**config.mk**
```make
export PLATFORM = sky130hd
export DESIGN_NAME = aes_round_pipe
export DESIGN_NICKNAME = d
export VERILOG_FILES = /design/src/source/aes_op_pkg.sv /design/src/source/aes_state_pkg.sv /design/src/source/aes_round_pipe.sv /design/src/source/add_round_key_stage.sv /design/src/source/mix_columns_stage.sv /design/src/source/sub_shift_stage.sv /design/src/source/sbox_canright.sv /design/src/source/gf_inv_8.sv
export VERILOG_INCLUDE_DIRS = /design/src /design/src/include
export SDC_FILE = /design/constraint.sdc
export NUM_CORES = 2
export LEC_CHECK = 0
export CELL_PAD_IN_SITES_DETAIL_PLACEMENT = 1
export CELL_PAD_IN_SITES_GLOBAL_PLACEMENT = 1
export CORE_MARGIN = 1.5
export CORE_UTILIZATION = 49
export CTS_CLUSTER_DIAMETER = 100
export DETAILED_ROUTE_END_ITERATION = 8
export DONT_BUFFER_PORTS = 1
export PLACE_DENSITY = 0.91
export RECOVER_POWER = 50
export SYNTH_ARGS = -nofsm -noshare
export SYNTH_HDL_FRONTEND = slang
export SYNTH_SLANG_ARGS = --single-unit
export TNS_END_PERCENT = 1
```
**constraint.sdc**
```tcl
create_clock -name clk -period 10.3 [get_ports clk]
set_input_delay 0.515 -clock clk [delete_from_list [all_inputs] [get_ports clk]]
set_output_delay 0.515 -clock clk [all_outputs]
set_load 0.01 [all_outputs]
```
**src/include/aes_round_macros.svh**
```systemverilog
// Build-wide constants for the AES round datapath
// Pipeline depth is fixed by the three registered stages
// Changing the byte count alone does not resize the datapath
`ifndef AES_ROUND_MACROS_SVH
`define AES_ROUND_MACROS_SVH

// Bytes in one 128-bit AES state
`define AES_STATE_BYTES 16

// Cycles from in_valid to out_valid
`define AES_PIPE_DEPTH 3

`endif
```
**src/source/aes_op_pkg.sv**
```systemverilog
// Round opcodes for the AES round datapath
// Bit 1 selects the inverse cipher and bit 0 marks a last round
// Decrypt opcodes expect round keys already run through InvMixColumns
package aes_op_pkg;

    // Two-bit round opcode
    typedef enum logic [1:0] {
        op_enc      = 2'b00,
        op_enc_last = 2'b01,
        op_dec      = 2'b10,
        op_dec_last = 2'b11
    } round_op_e;

    // True for both inverse-cipher opcodes
    function automatic logic op_is_decrypt(input round_op_e op);
        return (op == op_dec) || (op == op_dec_last);
    endfunction

    // True when the column mix is skipped
    function automatic logic op_is_last(input round_op_e op);
        return (op == op_enc_last) || (op == op_dec_last);
    endfunction

endpackage

```
**src/source/aes_state_pkg.sv**
```systemverilog
// State, key and stage item types for the AES round datapath
// Byte 0 sits in bits 127:120 and bytes run column by column as in FIPS-197
// Keys carry no parity or expansion data
package aes_state_pkg;

    import aes_op_pkg::*;

    // One 128-bit AES state
    typedef logic [127:0] aes_state_t;

    // Round key in the same byte layout as the state
    typedef logic [127:0] aes_key_t;

    // Item handed from one stage to the next
    // valid low marks a bubble that still moves every cycle
    typedef struct packed {
        logic       valid;
        round_op_e  op;
        aes_state_t state;
        aes_key_t   key;
    } stage_item_t;

endpackage

```
**src/source/aes_round_pipe.sv**
```systemverilog
// One AES round as a three-stage pipeline
// Latency is three cycles with one item accepted per cycle
// No back-pressure so the consumer must take every out_valid
// Decrypt follows the equivalent inverse cipher
module aes_round_pipe import aes_op_pkg::*, aes_state_pkg::*; (
    input  logic       clk,
    input  logic       rst_n,
    input  logic       in_valid,
    input  round_op_e  in_op,
    input  aes_state_t in_state,
    input  aes_key_t   in_key,
    output logic       out_valid,
    output round_op_e  out_op,
    output aes_state_t out_state
);

    stage_item_t s0_item;
    stage_item_t s1_item;
    stage_item_t s2_item;

    // Input bundle
    assign s0_item = '{valid: in_valid, op: in_op, state: in_state, key: in_key};

    // SubBytes and ShiftRows
    sub_shift_stage sub_shift_stage_inst (
        .clk      (clk),
        .rst_n    (rst_n),
        .in_item  (s0_item),
        .out_item (s1_item)
    );

    // MixColumns unless last round
    mix_columns_stage mix_columns_stage_inst (
        .clk      (clk),
        .rst_n    (rst_n),
        .in_item  (s1_item),
        .out_item (s2_item)
    );

    // AddRoundKey
    add_round_key_stage add_round_key_stage_inst (
        .clk       (clk),
        .rst_n     (rst_n),
        .in_item   (s2_item),
        .out_valid (out_valid),
        .out_op    (out_op),
        .out_state (out_state)
    );

endmodule

```
**src/source/add_round_key_stage.sv**
```systemverilog
// Final pipeline stage with AddRoundKey
// The key is used here and is not passed on
module add_round_key_stage import aes_op_pkg::*, aes_state_pkg::*; (
    input  logic        clk,
    input  logic        rst_n,
    input  stage_item_t in_item,
    output logic        out_valid,
    output round_op_e   out_op,
    output aes_state_t  out_state
);

    aes_state_t keyed;

    // Same XOR for both directions
    assign keyed = in_item.state ^ in_item.key;

    // Output register
    always_ff @(posedge clk) begin
        if (!rst_n) begin
            out_valid <= 1'b0;
            out_op    <= op_enc;
            out_state <= '0;
        end else begin
            out_valid <= in_item.valid;
            out_op    <= in_item.op;
            out_state <= keyed;
        end
    end

endmodule

```
**src/source/mix_columns_stage.sv**
```systemverilog
// Second pipeline stage with MixColumns or InvMixColumns
// Last-round opcodes pass the state through unchanged
// Multiplies are built from xtime chains only
`include "aes_round_macros.svh"

module mix_columns_stage import aes_op_pkg::*, aes_state_pkg::*; (
    input  logic        clk,
    input  logic        rst_n,
    input  stage_item_t in_item,
    output stage_item_t out_item
);

    localparam int num_cols = `AES_STATE_BYTES / 4;

    // Multiply by 2 modulo the AES polynomial
    function automatic logic [7:0] xtime(input logic [7:0] b);
        return {b[6:0], 1'b0} ^ (b[7] ? 8'h1b : 8'h00);
    endfunction

    // One column, row 0 in the top byte
    function automatic logic [31:0] mix_column(input logic [31:0] col, input logic decrypt);
        logic [7:0]  x1 [4];
        logic [7:0]  x2 [4];
        logic [7:0]  x4 [4];
        logic [7:0]  x8 [4];
        logic [7:0]  k0 [4];
        logic [7:0]  k1 [4];
        logic [7:0]  k2 [4];
        logic [7:0]  k3 [4];
        logic [31:0] res;
        for (int k = 0; k < 4; k++) begin
            x1[k] = col[31 - 8*k -: 8];
            x2[k] = xtime(x1[k]);
            x4[k] = xtime(x2[k]);
            x8[k] = xtime(x4[k]);
            if (decrypt) begin
                // 14 11 13 9
                k0[k] = x8[k] ^ x4[k] ^ x2[k];
                k1[k] = x8[k] ^ x2[k] ^ x1[k];
                k2[k] = x8[k] ^ x4[k] ^ x1[k];
                k3[k] = x8[k] ^ x1[k];
            end else begin
                // 2 3 1 1
                k0[k] = x2[k];
                k1[k] = x2[k] ^ x1[k];
                k2[k] = x1[k];
                k3[k] = x1[k];
            end
        end
        // Coefficients rotate one place per row
        for (int r = 0; r < 4; r++) begin
            res[31 - 8*r -: 8] = k0[r] ^ k1[(r + 1) % 4] ^ k2[(r + 2) % 4] ^ k3[(r + 3) % 4];
        end
        return res;
    endfunction

    aes_state_t mixed;

    for (genvar c = 0; c < num_cols; c++) begin : g_col
        assign mixed[127 - 32*c -: 32] =
            mix_column(in_item.state[127 - 32*c -: 32], op_is_decrypt(in_item.op));
    end

    // Stage register with last-round bypass
    always_ff @(posedge clk) begin
        if (!rst_n) begin
            out_item <= '0;
        end else begin
            out_item.valid <= in_item.valid;
            out_item.op    <= in_item.op;
            out_item.state <= op_is_last(in_item.op) ? in_item.state : mixed;
            out_item.key   <= in_item.key;
        end
    end

endmodule

```
**src/source/sub_shift_stage.sv**
```systemverilog
// First pipeline stage with SubBytes and ShiftRows
// Decrypt opcodes use the inverse S-box and the right row shift
// Sixteen S-boxes in parallel make this the longest combinational path
`include "aes_round_macros.svh"

module sub_shift_stage import aes_op_pkg::*, aes_state_pkg::*; (
    input  logic        clk,
    input  logic        rst_n,
    input  stage_item_t in_item,
    output stage_item_t out_item
);

    logic       encrypt;
    logic [7:0] sub_bytes [`AES_STATE_BYTES];
    aes_state_t enc_shift;
    aes_state_t dec_shift;

    assign encrypt = !op_is_decrypt(in_item.op);

    // One S-box per byte
    // Row shift is pure wiring so it is folded into the same loop
    for (genvar i = 0; i < `AES_STATE_BYTES; i++) begin : g_byte
        localparam int row     = i % 4;
        localparam int col     = i / 4;
        // Source byte for the left shift
        localparam int src_enc = ((col + row) % 4) * 4 + row;
        // Source byte for the right shift
        localparam int src_dec = ((col + 4 - row) % 4) * 4 + row;

        sbox_canright sbox_canright_inst (
            .a       (in_item.state[127 - 8*i -: 8]),
            .encrypt (encrypt),
            .q       (sub_bytes[i])
        );

        assign enc_shift[127 - 8*i -: 8] = sub_bytes[src_enc];
        assign dec_shift[127 - 8*i -: 8] = sub_bytes[src_dec];
    end

    // Stage register
    // op and key ride along for the later stages
    always_ff @(posedge clk) begin
        if (!rst_n) begin
            out_item <= '0;
        end else begin
            out_item.valid <= in_item.valid;
            out_item.op    <= in_item.op;
            out_item.state <= encrypt ? enc_shift : dec_shift;
            out_item.key   <= in_item.key;
        end
    end

endmodule

```
**src/source/sbox_canright.sv**
```systemverilog
// Combinational AES S-box after Canright's compact design
// encrypt high gives the forward S-box and low gives the inverse S-box
// Affine steps are folded into the basis changes around gf_inv_8
// Purely combinational so timing closes only with a register after it
module sbox_canright (
    input  logic [7:0] a,
    input  logic       encrypt,
    output logic [7:0] q
);

    logic [7:0] enc_basis;
    logic [7:0] dec_basis;
    logic [7:0] inv_in;
    logic [7:0] inv_out;
    logic [7:0] enc_out;
    logic [7:0] dec_out;
    logic r1, r2, r3, r4, r5, r6, r7, r8, r9;
    logic t1, t2, t3, t4, t5, t6, t7, t8, t9, t10;

    ////////////////////////////////////////////////////////////////////////////
    // Into the tower basis
    ////////////////////////////////////////////////////////////////////////////

    // Shared terms
    assign r1 = a[7] ^ a[5];
    assign r2 = a[7] ~^ a[4];
    assign r3 = a[6] ^ a[0];
    assign r4 = a[5] ~^ r3;
    assign r5 = a[4] ^ r4;
    assign r6 = a[3] ^ a[0];
    assign r7 = a[2] ^ r1;
    assign r8 = a[1] ^ r3;
    assign r9 = a[3] ^ r8;

    // Plain basis change for the forward path
    assign enc_basis[7] = r7 ~^ r8;
    assign enc_basis[6] = r5;
    assign enc_basis[5] = a[1] ^ r4;
    assign enc_basis[4] = r1 ~^ r3;
    assign enc_basis[3] = a[1] ^ r2 ^ r6;
    assign enc_basis[2] = ~a[0];
    assign enc_basis[1] = r4;
    assign enc_basis[0] = a[2] ~^ r9;

    // Inverse affine merged with the basis change
    assign dec_basis[7] = r2;
    assign dec_basis[6] = a[4] ^ r8;
    assign dec_basis[5] = a[6] ^ a[4];
    assign dec_basis[4] = r9;
    assign dec_basis[3] = a[6] ~^ r2;
    assign dec_basis[2] = r7;
    assign dec_basis[1] = a[4] ^ r6;
    assign dec_basis[0] = a[1] ^ r5;

    // Inverting select, the complements above compensate
    assign inv_in = ~(encrypt ? enc_basis : dec_basis);

    gf_inv_8 gf_inv_8_inst (
        .a (inv_in),
        .q (inv_out)
    );

    ////////////////////////////////////////////////////////////////////////////
    // Back to the polynomial basis
    ////////////////////////////////////////////////////////////////////////////

    assign t1  = inv_out[7] ^ inv_out[3];
    assign t2  = inv_out[6] ^ inv_out[4];
    assign t3  = inv_out[6] ^ inv_out[0];
    assign t4  = inv_out[5] ~^ inv_out[3];
    assign t5  = inv_out[5] ~^ t1;
    assign t6  = inv_out[5] ~^ inv_out[1];
    assign t7  = inv_out[4] ~^ t6;
    assign t8  = inv_out[2] ^ t4;
    assign t9  = inv_out[1] ^ t2;
    assign t10 = t3 ^ t5;

    // Forward affine merged with the basis change
    assign enc_out[7] = t4;
    assign enc_out[6] = t1;
    assign enc_out[5] = t3;
    assign enc_out[4] = t5;
    assign enc_out[3] = t2 ^ t5;
    assign enc_out[2] = t3 ^ t8;
    assign enc_out[1] = t7;
    assign enc_out[0] = t9;

    // Plain basis change for the inverse path
    assign dec_out[7] = inv_out[4] ~^ inv_out[1];
    assign dec_out[6] = inv_out[1] ^ t10;
    assign dec_out[5] = inv_out[2] ^ t10;
    assign dec_out[4] = inv_out[6] ~^ inv_out[1];
    assign dec_out[3] = t8 ^ t9;
    assign dec_out[2] = inv_out[7] ~^ t7;
    assign dec_out[1] = t6;
    assign dec_out[0] = ~inv_out[2];

    assign q = ~(encrypt ? enc_out : dec_out);

endmodule

```
**src/source/gf_inv_8.sv**
```systemverilog
// Combinational GF(2^8) inverse in the Canright tower basis
// Input and output are in the GF(2^8)/GF(2^4)/GF(2^2) normal basis
// Zero maps to zero
module gf_inv_8 (
    input  logic [7:0] a,
    output logic [7:0] q
);

    // GF(2^2) multiply in normal basis [w^2, w]
    function automatic logic [1:0] gf2_mul(input logic [1:0] x, input logic [1:0] y);
        logic e;
        // Shared cross term
        e = (x[1] ^ x[0]) & (y[1] ^ y[0]);
        return {(x[1] & y[1]) ^ e, (x[0] & y[0]) ^ e};
    endfunction

    // Scale by n = w^2
    function automatic logic [1:0] gf2_scl_n(input logic [1:0] x);
        return {x[0], x[1] ^ x[0]};
    endfunction

    // Scale by n^2 = w
    function automatic logic [1:0] gf2_scl_n2(input logic [1:0] x);
        return {x[1] ^ x[0], x[1]};
    endfunction

    // GF(2^4) multiply over GF(2^2)
    function automatic logic [3:0] gf4_mul(input logic [3:0] x, input logic [3:0] y);
        logic [1:0] ph;
        logic [1:0] pl;
        logic [1:0] ps;
        ph = gf2_mul(x[3:2], y[3:2]);
        pl = gf2_mul(x[1:0], y[1:0]);
        // Sum product scaled by n feeds both halves
        ps = gf2_scl_n(gf2_mul(x[3:2] ^ x[1:0], y[3:2] ^ y[1:0]));
        return {ph ^ ps, pl ^ ps};
    endfunction

    // Square then scale by nu
    function automatic logic [3:0] gf4_sq_scl(input logic [3:0] x);
        logic [1:0] sum;
        sum = x[3:2] ^ x[1:0];
        // Squaring in a normal basis is a bit swap
        return {sum[0], sum[1], gf2_scl_n2({x[0], x[1]})};
    endfunction

    // GF(2^4) inverse over GF(2^2)
    function automatic logic [3:0] gf4_inv(input logic [3:0] x);
        logic [1:0] sum;
        logic [1:0] c;
        logic [1:0] d;
        sum = x[3:2] ^ x[1:0];
        c   = gf2_mul(x[3:2], x[1:0]) ^ gf2_scl_n({sum[0], sum[1]});
        // GF(2^2) inverse equals the square
        d   = {c[0], c[1]};
        return {gf2_mul(d, x[1:0]), gf2_mul(d, x[3:2])};
    endfunction

    logic [3:0] hi;
    logic [3:0] lo;
    logic [3:0] norm;
    logic [3:0] norm_inv;

    assign hi = a[7:4];
    assign lo = a[3:0];

    // Norm into GF(2^4)
    assign norm     = gf4_mul(hi, lo) ^ gf4_sq_scl(hi ^ lo);
    assign norm_inv = gf4_inv(norm);

    // Halves swap roles on the way out
    assign q = {gf4_mul(norm_inv, lo), gf4_mul(norm_inv, hi)};

endmodule

```
==> Implementation_results.wiki <==
{| class="wikitable"
! Metric !! Value
|-
| Fraction of final layout cells with drive strength greater than 1 || 5.47%
|-
| Worst max-slew margin expressed relative to the limit || -252%
|-
| DIE AREA || 127000 µm²
|-
| Worst Min Path Start || in_key[105]
|-
| Detailed-route via count || about 52000
|-
| Count of max-cap constraint violations || 2
|-
| Number of nets with antenna violations after routing || 0
|-
| Avg Vias per Cell || 5.94
|-
| Logic depth of the worst path, buffers included || 25
|-
| Nature of the critical path endpoint || flop
|-
| Failing checks || max-capacitance violations, max-slew violations
|-
| Termination of the worst setup path || sub_shift_stage_inst.out_item[189]
|-
| CTS sink cnt || 649
|-
| Critical path origin || in_op[1]
|-
| GP Congestion || 0.947
|-
| Reg-to-reg critical path startpoint || sub_shift_stage_inst.out_item[256]
|-
| Number of enable-type register cells in the synthesized netlist || 0
|-
| Vertical die dimension || 356 µm
|-
| Leftover overflow at the end of global routing || 0
|-
| Final cycle utilization of the critical path || 91.9%
|-
| Gate count after technology mapping || 7162
|-
| Largest cells by area after synthesis || sky130_fd_sc_hd__xnor2_1 22%, sky130_fd_sc_hd__dfxtp_1 21%, sky130_fd_sc_hd__xor2_1 8.2%
|-
| Die width || approximately 360 µm
|-
| Category of the critical setup timing path || input pin to flop
|-
| Post-cts sizing count || 0
|-
| Total number of nets in the final design || approximately 7300
|-
| Synthesized area || 61000 µm²
|-
| Clock skew || ~0.041 ns
|-
| Flop and latch count out of synthesis || 649
|-
| Endpoint of the worst register-to-register path || mix_columns_stage_inst.out_item[176]
|-
| Number of global-route vias before repair || 54300
|-
| I/O pin total || approximately 400
|-
| Routed wire length per instance || between 20 and 25 µm
|-
| Slowest cell on the critical path || sky130_fd_sc_hd__inv_8
|-
| Startpoint types || input pin
|-
| Final WL || between 200 and 250 mm
|-
| Tot GR Track Use || a little under a third
|-
| Timing-limited maximum frequency || ~0.11 GHz
|-
| Final Max Slew Viols || roughly 200
|-
| Clock latency reported for the late side of the worst-skew pair || 0.66 ns
|-
| Placeable Area || around 120000 µm²
|-
| Cell type contributing the most total cell area after synthesis || sky130_fd_sc_hd__xnor2_1
|-
| Synth unique cells || 127
|-
| R2r setup slk || 5.45 ns
|-
| Area share of the largest cell type after synthesis || 21.5%
|-
| Type of the tightest min-delay check || input pin to flop
|-
| Pin count of the biggest net entering global routing || about 320
|-
| Mean instance size in the synthesized netlist || 8.51 µm²
|-
| Minimum period implied by the final worst setup slack || ~9.5 ns
|-
| Required time at the worst-slack endpoint || 10.80 ns
|-
| Core Rows || ~130
|-
| Input/output buffers || 0
|-
| CP Max Fanout || 315
|-
| DR iter-0 viols || between 3000 and 4000
|-
| TritonCTS Buffers || 70
|-
| Transition time at the pin with the least slew margin || 5.27 ns
|-
| TNS Setup || 0 ns
|-
| Initial core utilization || 49.4%
|-
| First-pass iteration count of the detailed router || 6
|-
| HPWL reported at the end of detailed placement || 146 mm
|-
| Peak per-stage delay on the critical path || ~1 ns
|-
| Family with the most delay on the worst path || XOR/XNOR gates
|-
| Number of antenna violations at the first check in global routing || 11
|-
| Sequential cell area fraction in the yosys report || 21.3%
|-
| Buf+Inv Stages, Crit Path || 3
|-
| Worst-case reg-to-reg path depth || 5
|-
| Net count of the mapped netlist || 7511
|-
| Clock tree from TritonCTS || done
|-
| Number of buffers inserted to repair setup after CTS || 0
|-
| Area growth syn-to-layout || 7.27%
|-
| Endpoints failing setup || 0
|-
| Outcome || complete, but fails checks
|-
| Post-route DRC || 0
|-
| Global-route wire length before repair || between 300 and 400 mm
|-
| Final Hold Violating Endpoints || 0
|-
| Buffer type at the clock tree root || sky130_fd_sc_hd__clkbuf_16
|-
| Async SR Flop Fraction || 0%
|-
| Maximum buffer depth of the clock tree || 3
|-
| CTS H-Tree Depth || 3
|-
| RSZ-0062 raised after global routing || no
|-
| Number of warnings issued by yosys || 0
|-
| Worst EP arrival || 9.97 ns
|-
| Clock input transition at the sequential cells of the worst setup and hold paths || 0.06 ns
|-
| Synth Flop Type || sky130_fd_sc_hd__dfxtp_1
|}
-- layout make-up --
cell class	count	area (µm²)
Fill cell	14400	58100
Multi-Input combinational cell	5946	45600
Sequential cell	649	13000
Tap cell	1637	2050
Clock buffer	91	1950
Timing Repair Buffer	170	1700
Clock inverter	36	564
Inverter	145	553
Antenna cell	6	15.0
-- routing by layer --
layer / wire length (µm) / track usage (%)
met1: 84200 / 38.0
met2: 100000 / 54.7
met3: 12100 / 4.79
met4: 9450 / 14.0
met5: 20 / 0
-- worst min-delay path by stage --
stage / cells after the start / to
2_1_floorplan: 1 / add_round_key_stage_inst.out_op[0]
3_3_place_gp: 1 / mix_columns_stage_inst.out_item[90]
3_5_place_dp: 1 / mix_columns_stage_inst.out_item[115]
4_1_cts: 1 / sub_shift_stage_inst.out_item[125]
5_1_grt: 1 / mix_columns_stage_inst.out_item[20]
6_report: 1 / sub_shift_stage_inst.out_item[105]
-- logic make-up after synthesis --
group | share of synthesized area (%)
buffers and inverters | 3.94
AND/OR/NAND/NOR | 16.0
flip-flops | 21.3
AO/OA/AOI/OAI | 13.6
adder cells (fa/ha/maj) | 1.82
XOR/XNOR | 39.1
multiplexers | 4.29
-- state kept, by name (all words and copies together) (netlist names) --
name                                cells
mix_columns_stage_inst.out_item       259
sub_shift_stage_inst.out_item         259
add_round_key_stage_inst.out_state    128
add_round_key_stage_inst.out_op         2
add_round_key_stage_inst.out_valid      1
-- metrics by stage --
| stage | hold slack [ns] | area [µm²] | cells | utilization (%) | setup WS [ns] |
|---|---|---|---|---|---|
| after floorplan | 0.412 | 61000 | 7162 | - | 2.63 |
| after global placement | 0.413 | 61300 | 8394 | 49.6 | 1.84 |
| after detailed placement | 0.421 | 61300 | 8394 | 49.6 | 1.36 |
| after CTS | 0.000257 | 65400 | 8674 | 53.0 | 2.00 |
| after global routing | 0.0235 | 65400 | 8680 | 53.0 | 0.790 |
| final | 0.0644 | 65400 | 8680 | 53.0 | 0.836 |
-- synthesized netlist by cell type (69+ instances only) --
cell type / n
sky130_fd_sc_hd__xnor2_1: 1499
sky130_fd_sc_hd__nor2_1: 767
sky130_fd_sc_hd__dfxtp_1: 649
sky130_fd_sc_hd__xor2_1: 571
sky130_fd_sc_hd__nand2_1: 379
sky130_fd_sc_hd__a21oi_1: 355
sky130_fd_sc_hd__and2_1: 319
sky130_fd_sc_hd__clkbuf_1: 309
sky130_fd_sc_hd__mux2i_1: 215
sky130_fd_sc_hd__o21ai_0: 203
sky130_fd_sc_hd__xnor3_1: 150
sky130_fd_sc_hd__inv_1: 124
sky130_fd_sc_hd__nor3_1: 123
sky130_fd_sc_hd__nand3_1: 111
sky130_fd_sc_hd__a211oi_1: 96
sky130_fd_sc_hd__ha_1: 88
sky130_fd_sc_hd__buf_2: 69
-- what timing repair did --
| item | in CTS | in global routing |
|---|---|---|
| hold buffers | 153 | 0 |
| setup endpoints to repair | 0 | 0 |
| endpoints found under the hold margin | 183 | 0 |
-- layout by cell type (no fill, tap or decap), types with 36 or more instances in the layout --
| master | instances |
|---|---|
| sky130_fd_sc_hd__xnor2_1 | 1499 |
| sky130_fd_sc_hd__nor2_1 | 767 |
| sky130_fd_sc_hd__dfxtp_1 | 649 |
| sky130_fd_sc_hd__xor2_1 | 571 |
| sky130_fd_sc_hd__nand2_1 | 379 |
| sky130_fd_sc_hd__a21oi_1 | 355 |
| sky130_fd_sc_hd__mux2i_1 | 215 |
| sky130_fd_sc_hd__and2_0 | 206 |
| sky130_fd_sc_hd__o21ai_0 | 203 |
| sky130_fd_sc_hd__xnor3_1 | 150 |
| sky130_fd_sc_hd__dlygate4sd3_1 | 150 |
| sky130_fd_sc_hd__inv_1 | 124 |
| sky130_fd_sc_hd__nor3_1 | 123 |
| sky130_fd_sc_hd__and2_1 | 114 |
| sky130_fd_sc_hd__nand3_1 | 111 |
| sky130_fd_sc_hd__a211oi_1 | 96 |
| sky130_fd_sc_hd__ha_1 | 88 |
| sky130_fd_sc_hd__clkbuf_16 | 71 |
| sky130_fd_sc_hd__o22ai_1 | 64 |
| sky130_fd_sc_hd__o211ai_1 | 54 |
| sky130_fd_sc_hd__a22oi_1 | 53 |
| sky130_fd_sc_hd__xnor2_2 | 45 |
| sky130_fd_sc_hd__and3_1 | 43 |
| sky130_fd_sc_hd__nand2b_1 | 42 |
| sky130_fd_sc_hd__nor2b_1 | 40 |
| sky130_fd_sc_hd__nand4_1 | 36 |
Power is left out: the tool's default activity adds up to more than one toggle a clock period on the data nets, which glitch-free logic cannot reach.
